**src/common/dtm_pkg.sv**
```systemverilog
`default_nettype none

package dtm_pkg;

    // widths fixed by the riscv debug spec
    localparam int IR_WIDTH     = 5;
    localparam int DMI_ABITS    = 10;
    localparam int DMI_DBITS    = 32;
    localparam int DMI_WIDTH    = DMI_ABITS + DMI_DBITS + 2;
    localparam int IDCODE_WIDTH = 32;

    // instructions decoded by the dtm, anything else acts as bypass
    typedef enum logic [IR_WIDTH-1:0] {
        INSTR_IDCODE = 5'b00001,
        INSTR_DMI    = 5'b10001,
        INSTR_BYPASS = 5'b11111
    } ir_instr_e;

    // outgoing dmi op field
    typedef enum logic [1:0] {
        DMI_OP_NOP      = 2'd0,
        DMI_OP_READ     = 2'd1,
        DMI_OP_WRITE    = 2'd2,
        DMI_OP_RESERVED = 2'd3
    } dmi_op_e;

    // the sixteen tap states
    typedef enum logic [3:0] {
        TAP_TEST_LOGIC_RESET = 4'd0,
        TAP_RUN_TEST_IDLE    = 4'd1,
        TAP_SELECT_DR_SCAN   = 4'd2,
        TAP_CAPTURE_DR       = 4'd3,
        TAP_SHIFT_DR         = 4'd4,
        TAP_EXIT1_DR         = 4'd5,
        TAP_PAUSE_DR         = 4'd6,
        TAP_EXIT2_DR         = 4'd7,
        TAP_UPDATE_DR        = 4'd8,
        TAP_SELECT_IR_SCAN   = 4'd9,
        TAP_CAPTURE_IR       = 4'd10,
        TAP_SHIFT_IR         = 4'd11,
        TAP_EXIT1_IR         = 4'd12,
        TAP_PAUSE_IR         = 4'd13,
        TAP_EXIT2_IR         = 4'd14,
        TAP_UPDATE_IR        = 4'd15
    } tap_state_e;

    // address on top, op in the two lsbs
    typedef struct packed {
        logic [DMI_ABITS-1:0] addr;
        logic [DMI_DBITS-1:0] data;
        dmi_op_e              op;
    } dmi_word_t;

    // jtag clock edges and pin levels, all in the clk domain
    typedef struct packed {
        logic tck_rise;
        logic tck_fall;
        logic tms;
        logic tdi;
    } tck_strobe_t;

    // one-clk transition strobes from the tap controller
    typedef struct packed {
        logic reset_tap;
        logic capture_ir;
        logic shift_ir;
        logic update_ir;
        logic select_dr;
        logic capture_dr;
        logic shift_dr;
        logic update_dr;
        logic tdo_fall_ir;
        logic tdo_fall_dr;
    } tap_ctrl_t;

endpackage

`default_nettype wire

```
**src/logic/tck_sync.sv**
```systemverilog
`default_nettype none
`timescale 1ns/1ps

module tck_sync (
    input  wire                  clk_i,
    input  wire                  rst_n_i,
    input  wire                  jtag_clk_i,
    input  wire                  jtag_tms_i,
    input  wire                  jtag_tdi_i,
    output dtm_pkg::tck_strobe_t tck_o
);

    // bit order {clk, tms, tdi}
    logic [2:0] pin_meta;
    logic [2:0] pin_sync;
    // last synchronized jtag clock level
    logic       clk_prev;

    always_ff @(posedge clk_i)
    begin
        if (!rst_n_i)
        begin
            pin_meta <= '0;
            pin_sync <= '0;
            clk_prev <= 1'b0;
            tck_o    <= '0;
        end
        else
        begin
            // two flop synchronizer on all three pins
            pin_meta <= {jtag_clk_i, jtag_tms_i, jtag_tdi_i};
            pin_sync <= pin_meta;
            clk_prev <= pin_sync[2];
            // edge strobes, registered once more
            tck_o.tck_rise <= pin_sync[2] & ~clk_prev;
            tck_o.tck_fall <= ~pin_sync[2] & clk_prev;
            // tms and tdi taken at the same point as the clock
            tck_o.tms <= pin_sync[1];
            tck_o.tdi <= pin_sync[0];
        end
    end

endmodule

`default_nettype wire

```
**src/tap/tap_fsm.sv**
```systemverilog
`default_nettype none
`timescale 1ns/1ps

module tap_fsm (
    input  wire                  clk_i,
    input  wire                  rst_n_i,
    input  dtm_pkg::tck_strobe_t tck_i,
    output dtm_pkg::tap_ctrl_t   ctrl_o
);

    import dtm_pkg::*;

    tap_state_e state_q;
    tap_state_e state_next;
    // high on a rise that moves to another state
    logic       entering;

    // standard tms graph
    always_comb
    begin
        case (state_q)
            TAP_TEST_LOGIC_RESET: state_next = tck_i.tms ? TAP_TEST_LOGIC_RESET : TAP_RUN_TEST_IDLE;
            TAP_RUN_TEST_IDLE:    state_next = tck_i.tms ? TAP_SELECT_DR_SCAN : TAP_RUN_TEST_IDLE;
            TAP_SELECT_DR_SCAN:   state_next = tck_i.tms ? TAP_SELECT_IR_SCAN : TAP_CAPTURE_DR;
            TAP_CAPTURE_DR:       state_next = tck_i.tms ? TAP_EXIT1_DR : TAP_SHIFT_DR;
            TAP_SHIFT_DR:         state_next = tck_i.tms ? TAP_EXIT1_DR : TAP_SHIFT_DR;
            TAP_EXIT1_DR:         state_next = tck_i.tms ? TAP_UPDATE_DR : TAP_PAUSE_DR;
            TAP_PAUSE_DR:         state_next = tck_i.tms ? TAP_EXIT2_DR : TAP_PAUSE_DR;
            TAP_EXIT2_DR:         state_next = tck_i.tms ? TAP_UPDATE_DR : TAP_SHIFT_DR;
            TAP_UPDATE_DR:        state_next = tck_i.tms ? TAP_SELECT_DR_SCAN : TAP_RUN_TEST_IDLE;
            TAP_SELECT_IR_SCAN:   state_next = tck_i.tms ? TAP_TEST_LOGIC_RESET : TAP_CAPTURE_IR;
            TAP_CAPTURE_IR:       state_next = tck_i.tms ? TAP_EXIT1_IR : TAP_SHIFT_IR;
            TAP_SHIFT_IR:         state_next = tck_i.tms ? TAP_EXIT1_IR : TAP_SHIFT_IR;
            TAP_EXIT1_IR:         state_next = tck_i.tms ? TAP_UPDATE_IR : TAP_PAUSE_IR;
            TAP_PAUSE_IR:         state_next = tck_i.tms ? TAP_EXIT2_IR : TAP_PAUSE_IR;
            TAP_EXIT2_IR:         state_next = tck_i.tms ? TAP_UPDATE_IR : TAP_SHIFT_IR;
            TAP_UPDATE_IR:        state_next = tck_i.tms ? TAP_SELECT_DR_SCAN : TAP_RUN_TEST_IDLE;
            default:              state_next = TAP_TEST_LOGIC_RESET;
        endcase
    end

    // state only moves on a jtag clock rise
    always_ff @(posedge clk_i)
    begin
        if (!rst_n_i)
            state_q <= TAP_TEST_LOGIC_RESET;
        else if (tck_i.tck_rise)
            state_q <= state_next;
    end

    assign entering = tck_i.tck_rise && (state_next != state_q);

    // strobes live in the same cycle as the rise that causes them
    always_comb
    begin
        ctrl_o = '0;
        ctrl_o.reset_tap  = entering && (state_next == TAP_TEST_LOGIC_RESET);
        ctrl_o.select_dr  = entering && (state_next == TAP_SELECT_DR_SCAN);
        ctrl_o.capture_ir = entering && (state_next == TAP_CAPTURE_IR);
        ctrl_o.update_ir  = entering && (state_next == TAP_UPDATE_IR);
        ctrl_o.capture_dr = entering && (state_next == TAP_CAPTURE_DR);
        ctrl_o.update_dr  = entering && (state_next == TAP_UPDATE_DR);
        // shift on every rise in shift, the exit rise too
        ctrl_o.shift_ir = tck_i.tck_rise && (state_q == TAP_SHIFT_IR);
        ctrl_o.shift_dr = tck_i.tck_rise && (state_q == TAP_SHIFT_DR);
        // tdo moves on the falling jtag clock
        ctrl_o.tdo_fall_ir = tck_i.tck_fall && (state_q == TAP_SHIFT_IR);
        ctrl_o.tdo_fall_dr = tck_i.tck_fall && (state_q == TAP_SHIFT_DR);
    end

endmodule

`default_nettype wire

```
**src/tap/tap_ir.sv**
```systemverilog
`default_nettype none
`timescale 1ns/1ps

module tap_ir (
    input  wire                  clk_i,
    input  wire                  rst_n_i,
    input  dtm_pkg::tck_strobe_t tck_i,
    input  dtm_pkg::tap_ctrl_t   ctrl_i,
    output dtm_pkg::ir_instr_e   ir_o,
    output logic                 ir_lsb_o
);

    import dtm_pkg::*;

    logic [IR_WIDTH-1:0] ir_shift;

    // capture reloads the current instruction, shift goes lsb first
    always_ff @(posedge clk_i)
    begin
        if (ctrl_i.capture_ir)
            ir_shift <= ir_o;
        else if (ctrl_i.shift_ir)
            ir_shift <= {tck_i.tdi, ir_shift[IR_WIDTH-1:1]};
    end

    always_ff @(posedge clk_i)
    begin
        if (!rst_n_i || ctrl_i.reset_tap)
            ir_o <= INSTR_IDCODE;
        else if (ctrl_i.update_ir)
        begin
            case (ir_shift)
                INSTR_IDCODE,
                INSTR_DMI,
                INSTR_BYPASS:
                    ir_o <= ir_instr_e'(ir_shift);
                // unknown codes fall back to bypass
                default:
                    ir_o <= INSTR_BYPASS;
            endcase
        end
    end

    // bit that goes out on tdo next
    assign ir_lsb_o = ir_shift[0];

endmodule

`default_nettype wire

```
**src/tap/tap_dr.sv**
```systemverilog
`default_nettype none
`timescale 1ns/1ps

module tap_dr #(
    parameter logic [dtm_pkg::IDCODE_WIDTH-1:0] IDCODE_VALUE = 32'h12345678
) (
    input  wire                  clk_i,
    input  wire                  rst_n_i,
    input  dtm_pkg::tck_strobe_t tck_i,
    input  dtm_pkg::tap_ctrl_t   ctrl_i,
    input  dtm_pkg::ir_instr_e   ir_i,
    input  wire                  ir_lsb_i,
    input  dtm_pkg::dmi_word_t   dmi_held_i,
    output logic                 dmi_update_o,
    output dtm_pkg::dmi_word_t   dmi_word_o,
    output logic                 jtag_tdo_o
);

    import dtm_pkg::*;

    logic [IDCODE_WIDTH-1:0] idcode_shift;
    logic                    bypass_shift;
    dmi_word_t               dmi_shift;
    // lsb of whichever dr the instruction picks
    logic                    dr_lsb;

    // only the selected register captures or shifts
    always_ff @(posedge clk_i)
    begin
        case (ir_i)
            INSTR_IDCODE:
            begin
                if (ctrl_i.capture_dr)
                    idcode_shift <= IDCODE_VALUE;
                else if (ctrl_i.shift_dr)
                    idcode_shift <= {tck_i.tdi, idcode_shift[IDCODE_WIDTH-1:1]};
            end
            INSTR_DMI:
            begin
                // capture returns the last updated word
                if (ctrl_i.capture_dr)
                    dmi_shift <= dmi_held_i;
                else if (ctrl_i.shift_dr)
                    dmi_shift <= dmi_word_t'({tck_i.tdi, dmi_shift[DMI_WIDTH-1:1]});
            end
            default:
            begin
                // bypass, one bit, captures zero
                if (ctrl_i.capture_dr)
                    bypass_shift <= 1'b0;
                else if (ctrl_i.shift_dr)
                    bypass_shift <= tck_i.tdi;
            end
        endcase
    end

    always_comb
    begin
        case (ir_i)
            INSTR_IDCODE: dr_lsb = idcode_shift[0];
            INSTR_DMI:    dr_lsb = dmi_shift[0];
            default:      dr_lsb = bypass_shift;
        endcase
    end

    // update pulse towards the request block
    always_ff @(posedge clk_i)
    begin
        if (!rst_n_i)
            dmi_update_o <= 1'b0;
        else
            dmi_update_o <= ctrl_i.update_dr && (ir_i == INSTR_DMI);
    end

    assign dmi_word_o = dmi_shift;

    // tdo changes one clk after the falling strobe, holds otherwise
    always_ff @(posedge clk_i)
    begin
        if (!rst_n_i)
            jtag_tdo_o <= 1'b0;
        else if (ctrl_i.tdo_fall_ir)
            jtag_tdo_o <= ir_lsb_i;
        else if (ctrl_i.tdo_fall_dr)
            jtag_tdo_o <= dr_lsb;
    end

endmodule

`default_nettype wire

```
**src/logic/dmi_request.sv**
```systemverilog
`default_nettype none
`timescale 1ns/1ps

module dmi_request (
    input  wire                clk_i,
    input  wire                rst_n_i,
    input  dtm_pkg::tap_ctrl_t ctrl_i,
    input  wire                dmi_update_i,
    input  dtm_pkg::dmi_word_t dmi_word_i,
    output dtm_pkg::dmi_word_t dmi_held_o,
    output logic               start_read_o,
    output logic               start_write_o
);

    import dtm_pkg::*;

    always_ff @(posedge clk_i)
    begin
        if (!rst_n_i)
        begin
            dmi_held_o    <= '0;
            start_read_o  <= 1'b0;
            start_write_o <= 1'b0;
        end
        else if (ctrl_i.select_dr || ctrl_i.reset_tap)
        begin
            // a new scan or a tap reset drops the request
            start_read_o  <= 1'b0;
            start_write_o <= 1'b0;
        end
        else if (dmi_update_i)
        begin
            dmi_held_o    <= dmi_word_i;
            // nop and reserved leave both low
            start_read_o  <= (dmi_word_i.op == DMI_OP_READ);
            start_write_o <= (dmi_word_i.op == DMI_OP_WRITE);
        end
    end

endmodule

`default_nettype wire

```
**src/logic/jtag_dtm_top.sv**
```systemverilog
`default_nettype none
`timescale 1ns/1ps

module jtag_dtm_top #(
    parameter logic [dtm_pkg::IDCODE_WIDTH-1:0] IDCODE_VALUE = 32'h12345678
) (
    input  wire                            clk,
    input  wire                            rst_n,
    input  wire                            jtag_clk_i,
    input  wire                            jtag_tms_i,
    input  wire                            jtag_tdi_i,
    output logic                           jtag_tdo_o,
    output logic                           start_read_o,
    output logic                           start_write_o,
    output logic [dtm_pkg::DMI_ABITS-1:0]  dmi_addr_o,
    output logic [dtm_pkg::DMI_DBITS-1:0]  dmi_wdata_o
);

    import dtm_pkg::*;

    tck_strobe_t tck;
    tap_ctrl_t   ctrl;
    ir_instr_e   ir;
    logic        ir_lsb;
    logic        dmi_update;
    dmi_word_t   dmi_word;
    dmi_word_t   dmi_held;

    // jtag pins into the clk domain
    tck_sync u_tck_sync (
        .clk_i      (clk),
        .rst_n_i    (rst_n),
        .jtag_clk_i (jtag_clk_i),
        .jtag_tms_i (jtag_tms_i),
        .jtag_tdi_i (jtag_tdi_i),
        .tck_o      (tck)
    );

    tap_fsm u_tap_fsm (
        .clk_i   (clk),
        .rst_n_i (rst_n),
        .tck_i   (tck),
        .ctrl_o  (ctrl)
    );

    tap_ir u_tap_ir (
        .clk_i    (clk),
        .rst_n_i  (rst_n),
        .tck_i    (tck),
        .ctrl_i   (ctrl),
        .ir_o     (ir),
        .ir_lsb_o (ir_lsb)
    );

    tap_dr #(
        .IDCODE_VALUE (IDCODE_VALUE)
    ) u_tap_dr (
        .clk_i        (clk),
        .rst_n_i      (rst_n),
        .tck_i        (tck),
        .ctrl_i       (ctrl),
        .ir_i         (ir),
        .ir_lsb_i     (ir_lsb),
        .dmi_held_i   (dmi_held),
        .dmi_update_o (dmi_update),
        .dmi_word_o   (dmi_word),
        .jtag_tdo_o   (jtag_tdo_o)
    );

    // start levels for the bus master
    dmi_request u_dmi_request (
        .clk_i         (clk),
        .rst_n_i       (rst_n),
        .ctrl_i        (ctrl),
        .dmi_update_i  (dmi_update),
        .dmi_word_i    (dmi_word),
        .dmi_held_o    (dmi_held),
        .start_read_o  (start_read_o),
        .start_write_o (start_write_o)
    );

    assign dmi_addr_o  = dmi_held.addr;
    assign dmi_wdata_o = dmi_held.data;

endmodule

`default_nettype wire

```
**config.mk**
```make
export PLATFORM = sky130hd
export DESIGN_NAME = jtag_dtm_top
export DESIGN_NICKNAME = d
export VERILOG_FILES = /design/src/common/dtm_pkg.sv /design/src/logic/tck_sync.sv /design/src/tap/tap_fsm.sv /design/src/tap/tap_ir.sv /design/src/tap/tap_dr.sv /design/src/logic/dmi_request.sv /design/src/logic/jtag_dtm_top.sv
export SDC_FILE = /design/constraint.sdc
export NUM_CORES = 1
export LEC_CHECK = 0
export ABC_AREA = 1
export BUFFER_PORTS_ARGS = -buffer_cell sky130_fd_sc_hd__buf_2
export CAP_MARGIN = 25
export CELL_PAD_IN_SITES_DETAIL_PLACEMENT = 0
export CELL_PAD_IN_SITES_GLOBAL_PLACEMENT = 2
export CORE_ASPECT_RATIO = 1.2
export CORE_MARGIN = 2
export CORE_UTILIZATION = 39
export DETAILED_ROUTE_END_ITERATION = 6
export HOLD_SLACK_MARGIN = 0.12
export PLACE_DENSITY = 0.91
export SLEW_MARGIN = 20
export SYNTH_ARGS = -nofsm -noshare
export SYNTH_HDL_FRONTEND = slang
export SYNTH_SLANG_ARGS = --single-unit
```
**constraint.sdc**
```tcl
create_clock -name clk -period 10.66 [get_ports clk]
set_input_delay 1.066 -clock clk [delete_from_list [all_inputs] [get_ports clk]]
set_output_delay 1.066 -clock clk [all_outputs]
set_load 0.01 [all_outputs]
```
==> impl_results.md, run 1 <==
- Power density cells: 167.9 nW/um2
- Max-Cap Viols: 0
- Status: completed
- Synth cell types: 26
- CP Class: register to register
- First-pass DRT Iterations: 5
- Pins over their slew limit: 0
- Worst Tran Pin Value: 0.9600 ns
- Setup violators final: 0
- Synthesis-to-layout area growth: 9.910%
- Synthesized area: 6919 um2
- Cell row count: 53
- Top post-synthesis cells by area: edfxtp_1 (36%), dfxtp_1 (20%), nand2_1 (9.8%), inv_1 (8.4%), buf_4 (5.0%)
- Cell with the most instances after synthesis: nand2_1
- Cells on worst reg2reg path: 12
- Drc violations: 0
- Number of flops mapped to enable cells by yosys: 82
- HPWL after DPL: 7.560 mm
- IO Count: 50
- Clock root cell: clkbuf_16
- CTS sink cnt: 150
- Core area: 17440 um2
- RSZ-0062 raised after global routing: false
- Endpoints failing hold: 0
- Post-layout minimum cycle time: 3.219 ns
- Gate Count Post-Synth: 829
- Synth top area share: 35.59%
- Post-Syn Nets: 834
- Synthesis Warnings: 0
- Number of setup buffers added after CTS: 0
- TNS Setup: 0 ns
- Startpoint types: register
- Final setup margin: 7.441 ns
- Initial Utilization: 39.67%
- Worst setup EP type: register
- First-pass GRT wire length: 21.69 mm
- LEAKAGE: 3.394 nW
- Post-cts sizing count: 0
- Fillers: 1760
- Final wirelength: 12.71 mm
- CP endpoint: u_tap_dr.dmi_word_o[28]$_DFFE_PP_
- R2r startpoint: u_tap_fsm.state_q[1]$_SDFFE_PN0P_
- Async set-reset flop share out of synthesis: 0%
- Post-synth top flop: edfxtp_1
- DR WL/cell: 12.06 um
- Remaining antenna violation count: 0
- Peak VDD IR: 0.00009605 V
- CTS tree: yes
- DR iter-0 viols: 460
- Crit path largest cell delay: 0.51 ns
- Post-layout net count: 826
- Seq/Total Area, Yosys: 55.26%
- Vias: 4816
- Most frequent CP cell: nand2_1
- Worst-path cell chain: nor2_1, nand2_1, o21ai_0, o21bai_2, nand2_2, nand2_1, nand2_1, nand2_2, nand4_4, buf_4, a21boi_4, buf_4
- Multi-input logic area: 1967 um2
- Most instantiated cells after synthesis: nand2_1 (181), inv_1 (155), edfxtp_1 (82)
- HP Class: register to register
- Overflow after GRT: 0
- Reg area: 3827 um2
- Tcrit/Tclk final: 30.20%
- Initial antenna violation count: 0
- Worst clock skew: 0.007957 ns
- Largest net degree at the start of global routing: 102
- Worst Setup SP: u_tap_fsm.state_q[1]$_SDFFE_PN0P_
- Synthesized area per cell: 8.346 um2
- Die area: 18830 um2
- Vias in the first global route: 4590
- CTS buffer count: 17
- Share of layout cells above drive strength 1: 12.23%
- Worst-path fanout max: 101
- WP data arrival: 3.27 ns
- Cell taking the most area after synthesis: edfxtp_1
- Antenna diode count: 0
- GRT Util Overall: 14.13%
- CTS Hold Bufs: 0
- Place WS: 7.397 ns
- Fmax: 310.6 MHz
- Worst path required time: 10.71 ns
- Clk buf depth: 2
- Clk pin slew, worst setup/hold paths: 0.06 ns
- Post-DR vias/cell: 4.569
- IO buf count: 49
- H-tree levels: 4
- CP max-delay cell: buf_4
- Die H: 149.9 um
- Yosys reg bits: 150
- Gpl congestion: 0.8529
- Worst-Skew Late Latency: 0.42 ns
- Die X: 125.6 um
- Hold Path Depth: 1
- Slew headroom: 36.00%
- R2R setup slack: 7.44 ns
- Reg2reg end: u_tap_dr.dmi_word_o[28]$_DFFE_PP_
[final cells by class]
| cell class | instances | area share [%] |
|---|---|---|
| sequential | 150 | 50.33 |
| multi-input combinational | 440 | 25.86 |
| inverter | 158 | 7.799 |
| clock buffer | 20 | 6.137 |
| timing repair buffer | 54 | 3.982 |
| tap | 220 | 3.620 |
| clock inverter | 12 | 2.270 |
[placed cells by master (no fill, tap or decap), drive strengths merged]
cell      synthesis  routed
clkinvlp          0       1
dfxtp            68      68
a21oi            53      53
a41oi             1       1
nand3            55      55
nor2             74      74
nand4             4       4
o21bai            1       1
inv             158     159
clkbuf           17      20
bufinv            0       4
o211ai            2       2
a21boi            1       1
nor3              2       2
edfxtp           82      82
clkinv            0       6
nand2           185     185
o21ai            61      61
buf              64      54
o2111ai           1       1
[kinds of logic after synthesis]
group / count (synthesis) / synth area share, %
buffers and inverters: 239 / 16.65
AOI/OAI and AO/OA: 120 / 8.987
and+or+nand+nor: 320 / 19.10
DFF: 150 / 55.26
[power by group]
group | total, mW | switching [mW] | internal [mW]
combinational | 0.0208 | 0.0145 | 0.00635
sequential | 0.607 | 0.00147 | 0.605
clock | 0.650 | 0.239 | 0.410
total | 1.28 | 0.255 | 1.02
[critical path: cells and delay by family (launching register included)]
family	cells	cell delay, ns
buffers and inverters	2	1.01
DFF	1	0.46
and+or+nand+nor	7	0.82
AOI/OAI and AO/OA	3	0.50
[metal layers]
metal  global-route usage, %  part of all wire (%)
met2                   23.11                    46
met3                   3.861                   4.0
met4                   4.833                   1.5
met1                   18.11                    49
met5                       0                     0
[worst min-delay path by stage]
stage | from | to
floorplan | u_tck_sync.pin_sync[2]$_SDFF_PN0_ | u_tck_sync.tck_o[2]$_SDFF_PN0_
global placement | u_tck_sync.pin_meta[2]$_SDFF_PN0_ | u_tck_sync.pin_sync[2]$_SDFF_PN0_
detailed placement | u_tck_sync.pin_meta[0]$_SDFF_PN0_ | u_tck_sync.pin_sync[0]$_SDFF_PN0_
CTS | u_tck_sync.pin_meta[0]$_SDFF_PN0_ | u_tck_sync.pin_sync[0]$_SDFF_PN0_
global route | u_tck_sync.pin_sync[0]$_SDFF_PN0_ | u_tck_sync.tck_o[0]$_SDFF_PN0_
finish | u_tck_sync.clk_prev$_SDFF_PN0_ | u_tck_sync.tck_o[3]$_SDFF_PN0_
[flip-flops by register name (all words and copies together), names as in the netlist]
| signal | cells |
|---|---|
| u_tck_sync.pin_meta | 3 |
| u_tck_sync.clk_prev | 1 |
| u_tap_ir.ir_shift | 5 |
| u_tap_dr.bypass_shift | 1 |
| u_dmi_request.start_write_o | 1 |
| u_tck_sync.pin_sync | 3 |
| u_tap_dr.dmi_update_o | 1 |
| u_tck_sync.tck_o | 4 |
| u_dmi_request.start_read_o | 1 |
| u_tap_ir.ir_o | 5 |
| u_tap_dr.jtag_tdo_o | 1 |
| u_tap_dr.idcode_shift | 32 |
| u_tap_fsm.state_q | 4 |
| u_dmi_request.dmi_held_o | 44 |
| u_tap_dr.dmi_word_o | 44 |
[through the flow]
stage                     cells  hold WS [ns]  area [um2]  utilization, %  power (mW)
after floorplan             829        0.3903        6919               -      0.6357
after detailed placement   1021        0.3976        6938           39.78      0.6404
after CTS                  1053        0.4120        7577           43.45       1.290
final                      1054        0.4105        7605           43.60       1.277
after global placement     1021        0.3952        6938           39.78      0.6404
after global routing       1054        0.4342        7605           43.60       1.316
Power figures use the tool's default switching activity.
==> inputs of run 2 (changes only) <==
--- a/config.mk
+++ b/config.mk
@@ -12,10 +12,10 @@
 export CELL_PAD_IN_SITES_GLOBAL_PLACEMENT = 2
 export CORE_ASPECT_RATIO = 1.2
 export CORE_MARGIN = 2
-export CORE_UTILIZATION = 39
+export CORE_UTILIZATION = 33
 export DETAILED_ROUTE_END_ITERATION = 6
 export HOLD_SLACK_MARGIN = 0.12
-export PLACE_DENSITY = 0.91
+export PLACE_DENSITY = 0.82
 export SLEW_MARGIN = 20
 export SYNTH_ARGS = -nofsm -noshare
 export SYNTH_HDL_FRONTEND = slang
==> constraint.sdc (replaced) <==
create_clock -name clk -period 2.78 [get_ports clk]
set_input_delay 0.278 -clock clk [delete_from_list [all_inputs] [get_ports clk]]
set_output_delay 0.278 -clock clk [all_outputs]
set_load 0.01 [all_outputs]
==> run 2 against run 1 <==
  * Cell count grew 6.2%
  * Die area grew 18%
  * Largest power group is now registers
  * Core utilization decreased by 6.1 points
  * Worst setup slack worse by 7.1 ns
  * Cell area grew 2.4%
  * Wire length increased by 6.6%
  * Largest cell class unchanged
  * Maximum frequency increased by 31%
  * Critical endpoint is now u_tap_dr.dmi_word_o[25]$_DFFE_PP_
  * Sequential cell count unchanged
  * Combinational power rose to 4.2 times the previous value
  * Sequential power grew to 3.8 times the previous value
  * Critical path depth rose by 1
==> impl_results.md, run 2 (synthesized netlist as in run 1, its figures left out) <==
- Slew headroom: 67.17% (+31 points)
- Post-layout net count: 841 (+1.8%)
- Worst-path cell chain: inv_2, nand2_2, inv_2, nand2_1, nand3_1, nor2_1, nand2_2, nand2_1, nand2_1, nand2_2, nand4_4, a21boi_4, buf_4
- Final wirelength: 13.55 mm (+6.6%)
- Post-cts sizing count: 0 (unchanged)
- Hold_ws: 0.2955 ns (-0.1149 ns)
- HPWL after DPL: 8.678 mm (+15%)
- RSZ-0062 raised after global routing: false
- CP max-delay cell: dfxtp_1
- Cell row count: 58 (+9.4%)
- Synthesis-to-layout area growth: 12.57%
- Status: completed
- Worst Path Buf+Inv: 3 (+1)
- IO buf count: 49 (unchanged)
- Fillers: 2145 (+22%)
- First-pass DRT Iterations: 4 (-1)
- Worst-path fanout max: 15 (-85%)
- LEAKAGE: 3.452 nW (+1.7%)
- GRT Util Overall: 12.99% (-1.1 points)
- Startpoint types: register
- WP data arrival: 2.57 ns (-0.70 ns)
- Worst path required time: 2.89 ns (-7.82 ns)
- Power, Total: 4.666 mW (+270%)
- Share of layout cells above drive strength 1: 13.07% (+0.84 points)
- Fmax: 406.0 MHz (+31%)
- Overflow after GRT: 0 (unchanged)
- Largest net degree at the start of global routing: 56 (-45%)
- CTS buffer count: 17 (unchanged)
- Met3 routed WL: 424 um (-17%)
- Post-DR vias/cell: 4.332 (-5.2%)
- Crit path max-delay family: simple AND/OR/NAND/NOR gates
- Clk pin slew, worst setup/hold paths: 0.06 ns (about the same)
- H-tree levels: 4 (unchanged)
- Vias in the first global route: 4655 (+1.4%)
- Clock root cell: clkbuf_16
- Most frequent cells in the layout: nand2_1 (181), inv_1 (155), edfxtp_1 (82), nor2_1 (70), dfxtp_1 (67)
- Wl on met1: 6.547 mm (+5.9%)
- CTS tree: yes
- Tcrit/Tclk final: 88.59% (+58 points)
- Setup violators final: 0 (unchanged)
- IO Count: 50 (unchanged)
- Initial antenna violation count: 0 (unchanged)
- Met2 routed WL: 6.386 mm (+9.6%)
- Worst-Skew Late Latency: 0.42 ns (about the same)
- Max-Cap Viols: 0 (unchanged)
- Clk buf depth: 2 (unchanged)
- Power density cells: 599.1 nW/um2 (+260%)
- First-pass GRT wire length: 22.78 mm (+5.0%)
- Initial Utilization: 33.34% (-6.3 points)
- Max Used Layer: met4
- Crit path largest cell delay: 0.42 ns (-0.09 ns)
- CP Class: register to register
- Die X: 136.2 um (+8.4%)
- DR WL/cell: 12.11 um (+0.41%)
- Post-layout minimum cycle time: 2.463 ns (-0.7564 ns)
- Worst clock skew: 0.01218 ns (+0.004219 ns)
- Drc violations: 0 (unchanged)
- Die area: 22150 um2 (+18%)
- TNS Setup: 0 ns (unchanged)
- Remaining antenna violation count: 0 (unchanged)
- Core area: 20750 um2 (+19%)
- Vias: 4847 (+0.64%)
- Peak VDD IR: 0.0004295 V (+350%)
- Worst Tran Pin Value: 0.4919 ns (-0.4681 ns)
- HP Class: primary input to register
- CTS sink cnt: 150 (unchanged)
- Most common cell after layout, fill and taps aside: nand2_1
- DR iter-0 viols: 299 (-35%)
- Gpl congestion: 0.7785 (-8.7%)
- Endpoints failing hold: 0 (unchanged)
- Antenna diode count: 0 (unchanged)
- Worst setup EP type: register
- Die H: 162.6 um (+8.5%)
- Pins over their slew limit: 0 (unchanged)
run 2: worst register-to-register path: stages, from the launching register on:
cell,delay (ns)
dfxtp_1,0.42
inv_2,0.11
nand2_2,0.09
inv_2,0.04
nand2_1,0.05
nand3_1,0.07
nor2_1,0.19
nand2_2,0.13
nand2_1,0.07
nand2_1,0.06
nand2_2,0.11
nand4_4,0.28
a21boi_4,0.27
buf_4,0.24
run 2: repair_timing:
item,in CTS,in global routing
hold buffers,3,0
buffers inserted,0,4
hold endpoints to repair,3,0
setup endpoints to repair,0,8
run 2: cell type report:
cell class                      count  area, um2  area share (%)
Timing Repair Buffer               69      478.0           6.137
Clock inverter                     10      103.9           1.333
Sequential cell                   150       3827           49.14
Multi-Input combinational cell    440       1974           25.35
Clock buffer                       22      474.2           6.088
Inverter                          158      593.1           7.614
Tap cell                          270      337.8           4.337
run 2: path summary, 6_finish.rpt:
path	startpoint	endpoint	slack, ns	cells past startpoint
worst max register to register	u_tap_fsm.state_q[0]$_SDFFE_PN0P_	u_tap_dr.dmi_word_o[25]$_DFFE_PP_	0.32	13
worst min-delay path	rst_n	u_tck_sync.pin_meta[2]$_SDFF_PN0_	0.30	3
worst min register to register	u_tck_sync.pin_meta[1]$_SDFF_PN0_	u_tck_sync.pin_sync[1]$_SDFF_PN0_	0.41	2
worst max-delay path	u_tap_fsm.state_q[0]$_SDFFE_PN0P_	u_tap_dr.dmi_word_o[25]$_DFFE_PP_	0.32	13
run 2: per-stage QoR:
| stage | setup WS (ns) | instance area [um2] | instances | utilization, % |
|---|---|---|---|---|
| floorplan | 0.1683 | 6942 | 829 | - |
| global placement | 0.3090 | 7151 | 1080 | 34.45 |
| detailed placement | 0.2724 | 7151 | 1080 | 34.45 |
| CTS | 0.2584 | 7759 | 1115 | 37.38 |
| global route | 0.04403 | 7789 | 1119 | 37.53 |
| finish | 0.3172 | 7789 | 1119 | 37.53 |
run 2: report_power, final:
| part | switching (mW) | total, mW | internal [mW] |
|---|---|---|---|
| clock | 0.870 | 2.25 | 1.38 |
| combinational | 0.0586 | 0.0869 | 0.0283 |
| sequential | 0.00575 | 2.33 | 2.32 |
run 2: metal layers:
metal  vias to the layer above  GRT usage [%]
met5                         -              0
met4                         0          5.587
met3                        14          3.143
met2                        59          20.81
met1                      2206          16.67
li1                       2568              -
==> inputs of run 3 (changes only) <==
--- a/config.mk
+++ b/config.mk
@@ -5,14 +5,13 @@
 export SDC_FILE = /design/constraint.sdc
 export NUM_CORES = 1
 export LEC_CHECK = 0
-export ABC_AREA = 1
 export BUFFER_PORTS_ARGS = -buffer_cell sky130_fd_sc_hd__buf_2
 export CAP_MARGIN = 25
 export CELL_PAD_IN_SITES_DETAIL_PLACEMENT = 0
 export CELL_PAD_IN_SITES_GLOBAL_PLACEMENT = 2
 export CORE_ASPECT_RATIO = 1.2
 export CORE_MARGIN = 2
-export CORE_UTILIZATION = 33
+export CORE_UTILIZATION = 37
 export DETAILED_ROUTE_END_ITERATION = 6
 export HOLD_SLACK_MARGIN = 0.12
 export PLACE_DENSITY = 0.82
==> run 3 against run 2 <==
  * Worst hold slack improved by 0.056 ns
  * Sequential share of layout area up 2.8 points
  * Global-route usage is 0.21 points lower
  * Highest routed layer unchanged
  * Worst setup slack improved by 0.17 ns
  * Sequential power barely moved
  * Synthesized cell count fell by 35%
==> impl_results.md, run 3 <==
- Number of flops mapped to enable cells by yosys: 82 (unchanged)
- LEAKAGE: 2.685 nW (-22%)
- Cell with the most instances after synthesis: nand2_1
- Synthesized area: 6624 um2 (-4.3%)
- Hold Crit Start: rst_n
- Die X: 126.1 um (-7.4%)
- Final design utilization: 42.02% (+4.5 points)
- Endpoints failing hold: 0 (unchanged)
- Initial Utilization: 37.84% (+4.5 points)
- Synth cell types: 51 (+96%)
- Post-DR vias/cell: 4.849 (+12%)
- Cell taking the most area after synthesis: edfxtp_1
- CTS tree: yes
- Synth top area share: 37.17% (+1.6 points)
- Core area: 17510 um2 (-16%)
- Post-layout net count: 552 (-34%)
- Number of setup buffers added after CTS: 0 (unchanged)
- Die H: 150.6 um (-7.4%)
- Final wirelength: 11.62 mm (-14%)
- Worst clock skew: 0.008873 ns (-0.003303 ns)
- Crit path max-delay family: flip-flops
- Fillers: 1682 (-22%)
- R2r startpoint: u_tap_fsm.state_q[1]$_SDFFE_PN0P_
- Placed cells: 745 (-31%)
- Worst-path fanout max: 25 (+10)
- Fmax: 435.2 MHz (+7.2%)
- Worst-path cell chain: nor3b_2, o311ai_1, and2_4, buf_12, mux2i_1
- Post-synth top flop: edfxtp_1
- Post-cts sizing count: 0 (unchanged)
- First-pass DRT Iterations: 4 (unchanged)
- Post-Syn Nets: 547 (-34%)
- WP data arrival: 2.64 ns (+0.07 ns)
- Remaining antenna violation count: 0 (unchanged)
- Gate Count Post-Synth: 542 (-35%)
- Power density cells: 646.0 nW/um2 (+7.8%)
- Non-Filler Instances: 780 (-30%)
- Worst Setup SP: u_tap_fsm.state_q[1]$_SDFFE_PN0P_
- Tcrit/Tclk final: 82.65% (-5.9 points)
- CTS sink cnt: 150 (unchanged)
- Share of layout cells above drive strength 1: 25.18% (+12 points)
- Most frequent cells in the layout: nand2_1 (97), edfxtp_1 (82), dfxtp_1 (68), buf_2 (49), mux2i_1 (45)
- DR WL/cell: 14.90 um (+23%)
- RSZ-0062 raised after global routing: false
- Worst setup EP type: register
- Final setup margin: 0.4823 ns (+0.1651 ns)
- Slew headroom: 54.39% (-13 points)
- Vias in the first global route: 3686 (-21%)
- Vias: 3782 (-22%)
- IO Count: 50 (unchanged)
- Antenna diode count: 0 (unchanged)
- Overflow after GRT: 0 (unchanged)
- Worst path required time: 3.13 ns (+0.24 ns)
- Seq/Total Area, Yosys: 57.73% (+2.5 points)
- Peak VDD IR: 0.0003874 V (-9.8%)
- CP max-delay cell: dfxtp_1
- HP Class: primary input to register
- Top post-synthesis cells by area: edfxtp_1 (37%), dfxtp_1 (21%), mux2i_1 (6.8%), mux2_2 (6.5%), nand2_1 (5.5%)
- Initial antenna violation count: 0 (unchanged)
- Pins over their slew limit: 0 (unchanged)
- Drc violations: 0 (unchanged)
- H-tree levels: 4 (unchanged)
- CP Class: register to register
- Largest net degree at the start of global routing: 77 (+38%)
- CTS buffer count: 17 (unchanged)
- Status: completed
- Worst Tran Pin Value: 0.6833 ns (+0.1914 ns)
- Die area: 18990 um2 (-14%)
- Clk pin slew, worst setup/hold paths: 0.06 ns (about the same)
- DR iter-0 viols: 225 (-25%)
- Async set-reset flop share out of synthesis: 0% (unchanged)
- Synthesis-to-layout area growth: 11.05%
- Post-layout minimum cycle time: 2.298 ns (-0.1651 ns)
- Startpoint types: register
- Synthesis Warnings: 0 (unchanged)
- HPWL after DPL: 7.073 mm (-18%)
- Clock root cell: clkbuf_16
- Worst Path Buf+Inv: 1 (-2)
- Cell row count: 53 (-8.6%)
- GRT Util Overall: 12.78% (-0.21 points)
- Crit path largest cell delay: 0.76 ns (+0.34 ns)
- IO buf count: 49 (unchanged)
- Most common cell after layout, fill and taps aside: nand2_1
- Gpl congestion: 0.7537 (-3.2%)
- First-pass GRT wire length: 18.92 mm (-17%)
- Worst-Skew Late Latency: 0.42 ns (about the same)
- Place WS: 0.4765 ns (+0.2041 ns)
- Most instantiated cells after synthesis: nand2_1 (97), edfxtp_1 (82), dfxtp_1 (68)
- Synthesized area per cell: 12.22 um2 (+46%)
- Max-Cap Viols: 0 (unchanged)
- Clk buf depth: 2 (unchanged)
- Setup violators final: 0 (unchanged)
- TNS Setup: 0 ns (unchanged)
- Yosys reg bits: 150 (unchanged)
run 3: cell types whose count changed in the layout (fill, tap and decap cells not counted), sizes merged, moves of 5 or more:
cell / before / now
buf: 66 / 58
nand3: 55 / 4
nor2b: 0 / 5
o21ai: 61 / 7
a21oi: 53 / 5
inv: 158 / 10
nor2: 74 / 10
nor3b: 0 / 7
nand2: 185 / 97
nand2b: 0 / 16
mux2i: 0 / 45
and2: 0 / 29
mux2: 0 / 50
run 3: tightest hold or removal path, delay by kind of cell:
kind	cells	cell delay, ns
simple gates	1	0.13
buf+inv	1	0.26
mux	1	0.05
run 3: area by class of cell:
type | count | area [um2] | share of cell area (%)
Sequential cell | 150 | 3824 | 51.98
Multi-Input combinational cell | 312 | 2256 | 30.67
Clock buffer | 18 | 429.2 | 5.834
Timing Repair Buffer | 61 | 380.4 | 5.171
Tap cell | 220 | 275.3 | 3.742
Clock inverter | 14 | 172.7 | 2.347
Inverter | 5 | 18.77 | 0.2551
run 3: cell families after synthesis:
kind of cell              after synthesis  share of synthesized area [%]
and+or+nand+nor                       185                          14.28
DFF                                   150                          57.73
muxes                                  95                          15.58
buffers and inverters                  80                          8.500
AOI/OAI and AO/OA                      31                          3.778
xor gates and xnor gates                1                         0.1322
run 3: repair_timing:
item / CTS / global route
hold endpoints to repair: 3 / 0
hold buffers: 3 / 0
setup endpoints to repair: 0 / 0
run 3: path summary, 6_finish.rpt:
check / endpoint / slack [ns] / depth (start not counted)
hold / removal: u_dmi_request.dmi_held_o[4]$_SDFFE_PN0P_ / 0.35 / 3
setup reg to reg: u_dmi_request.dmi_held_o[29]$_SDFFE_PN0P_ / 0.48 / 5
hold reg to reg: u_tck_sync.tck_o[3]$_SDFF_PN0_ / 0.41 / 1
setup / recovery: u_dmi_request.dmi_held_o[29]$_SDFFE_PN0P_ / 0.48 / 5
run 3: power breakdown:
| group | internal, mW | switching (mW) |
|---|---|---|
| Combinational | 0.0229 | 0.0399 |
| Sequential | 2.32 | 0.00936 |
| Clock | 1.42 | 0.935 |
run 3: through the flow:
step	total power [mW]	cell area, um2	hold WS, ns
finish	4.752	7356	0.3516
CTS	4.806	7356	0.3392
floorplan	2.424	6631	0.3835
global placement	2.438	6724	0.3931
detailed placement	2.440	6724	0.4013
global route	4.901	7356	0.3800
run 3: layer usage:
layer / share of wire, % / track usage [%] / up-vias
li1: - / - / 1864
met1: 48 / 16.66 / 1853
met2: 47 / 19.97 / 52
met3: 3.3 / 3.660 / 13
met4: 1.6 / 5.385 / 0
met5: 0 / 0 / -
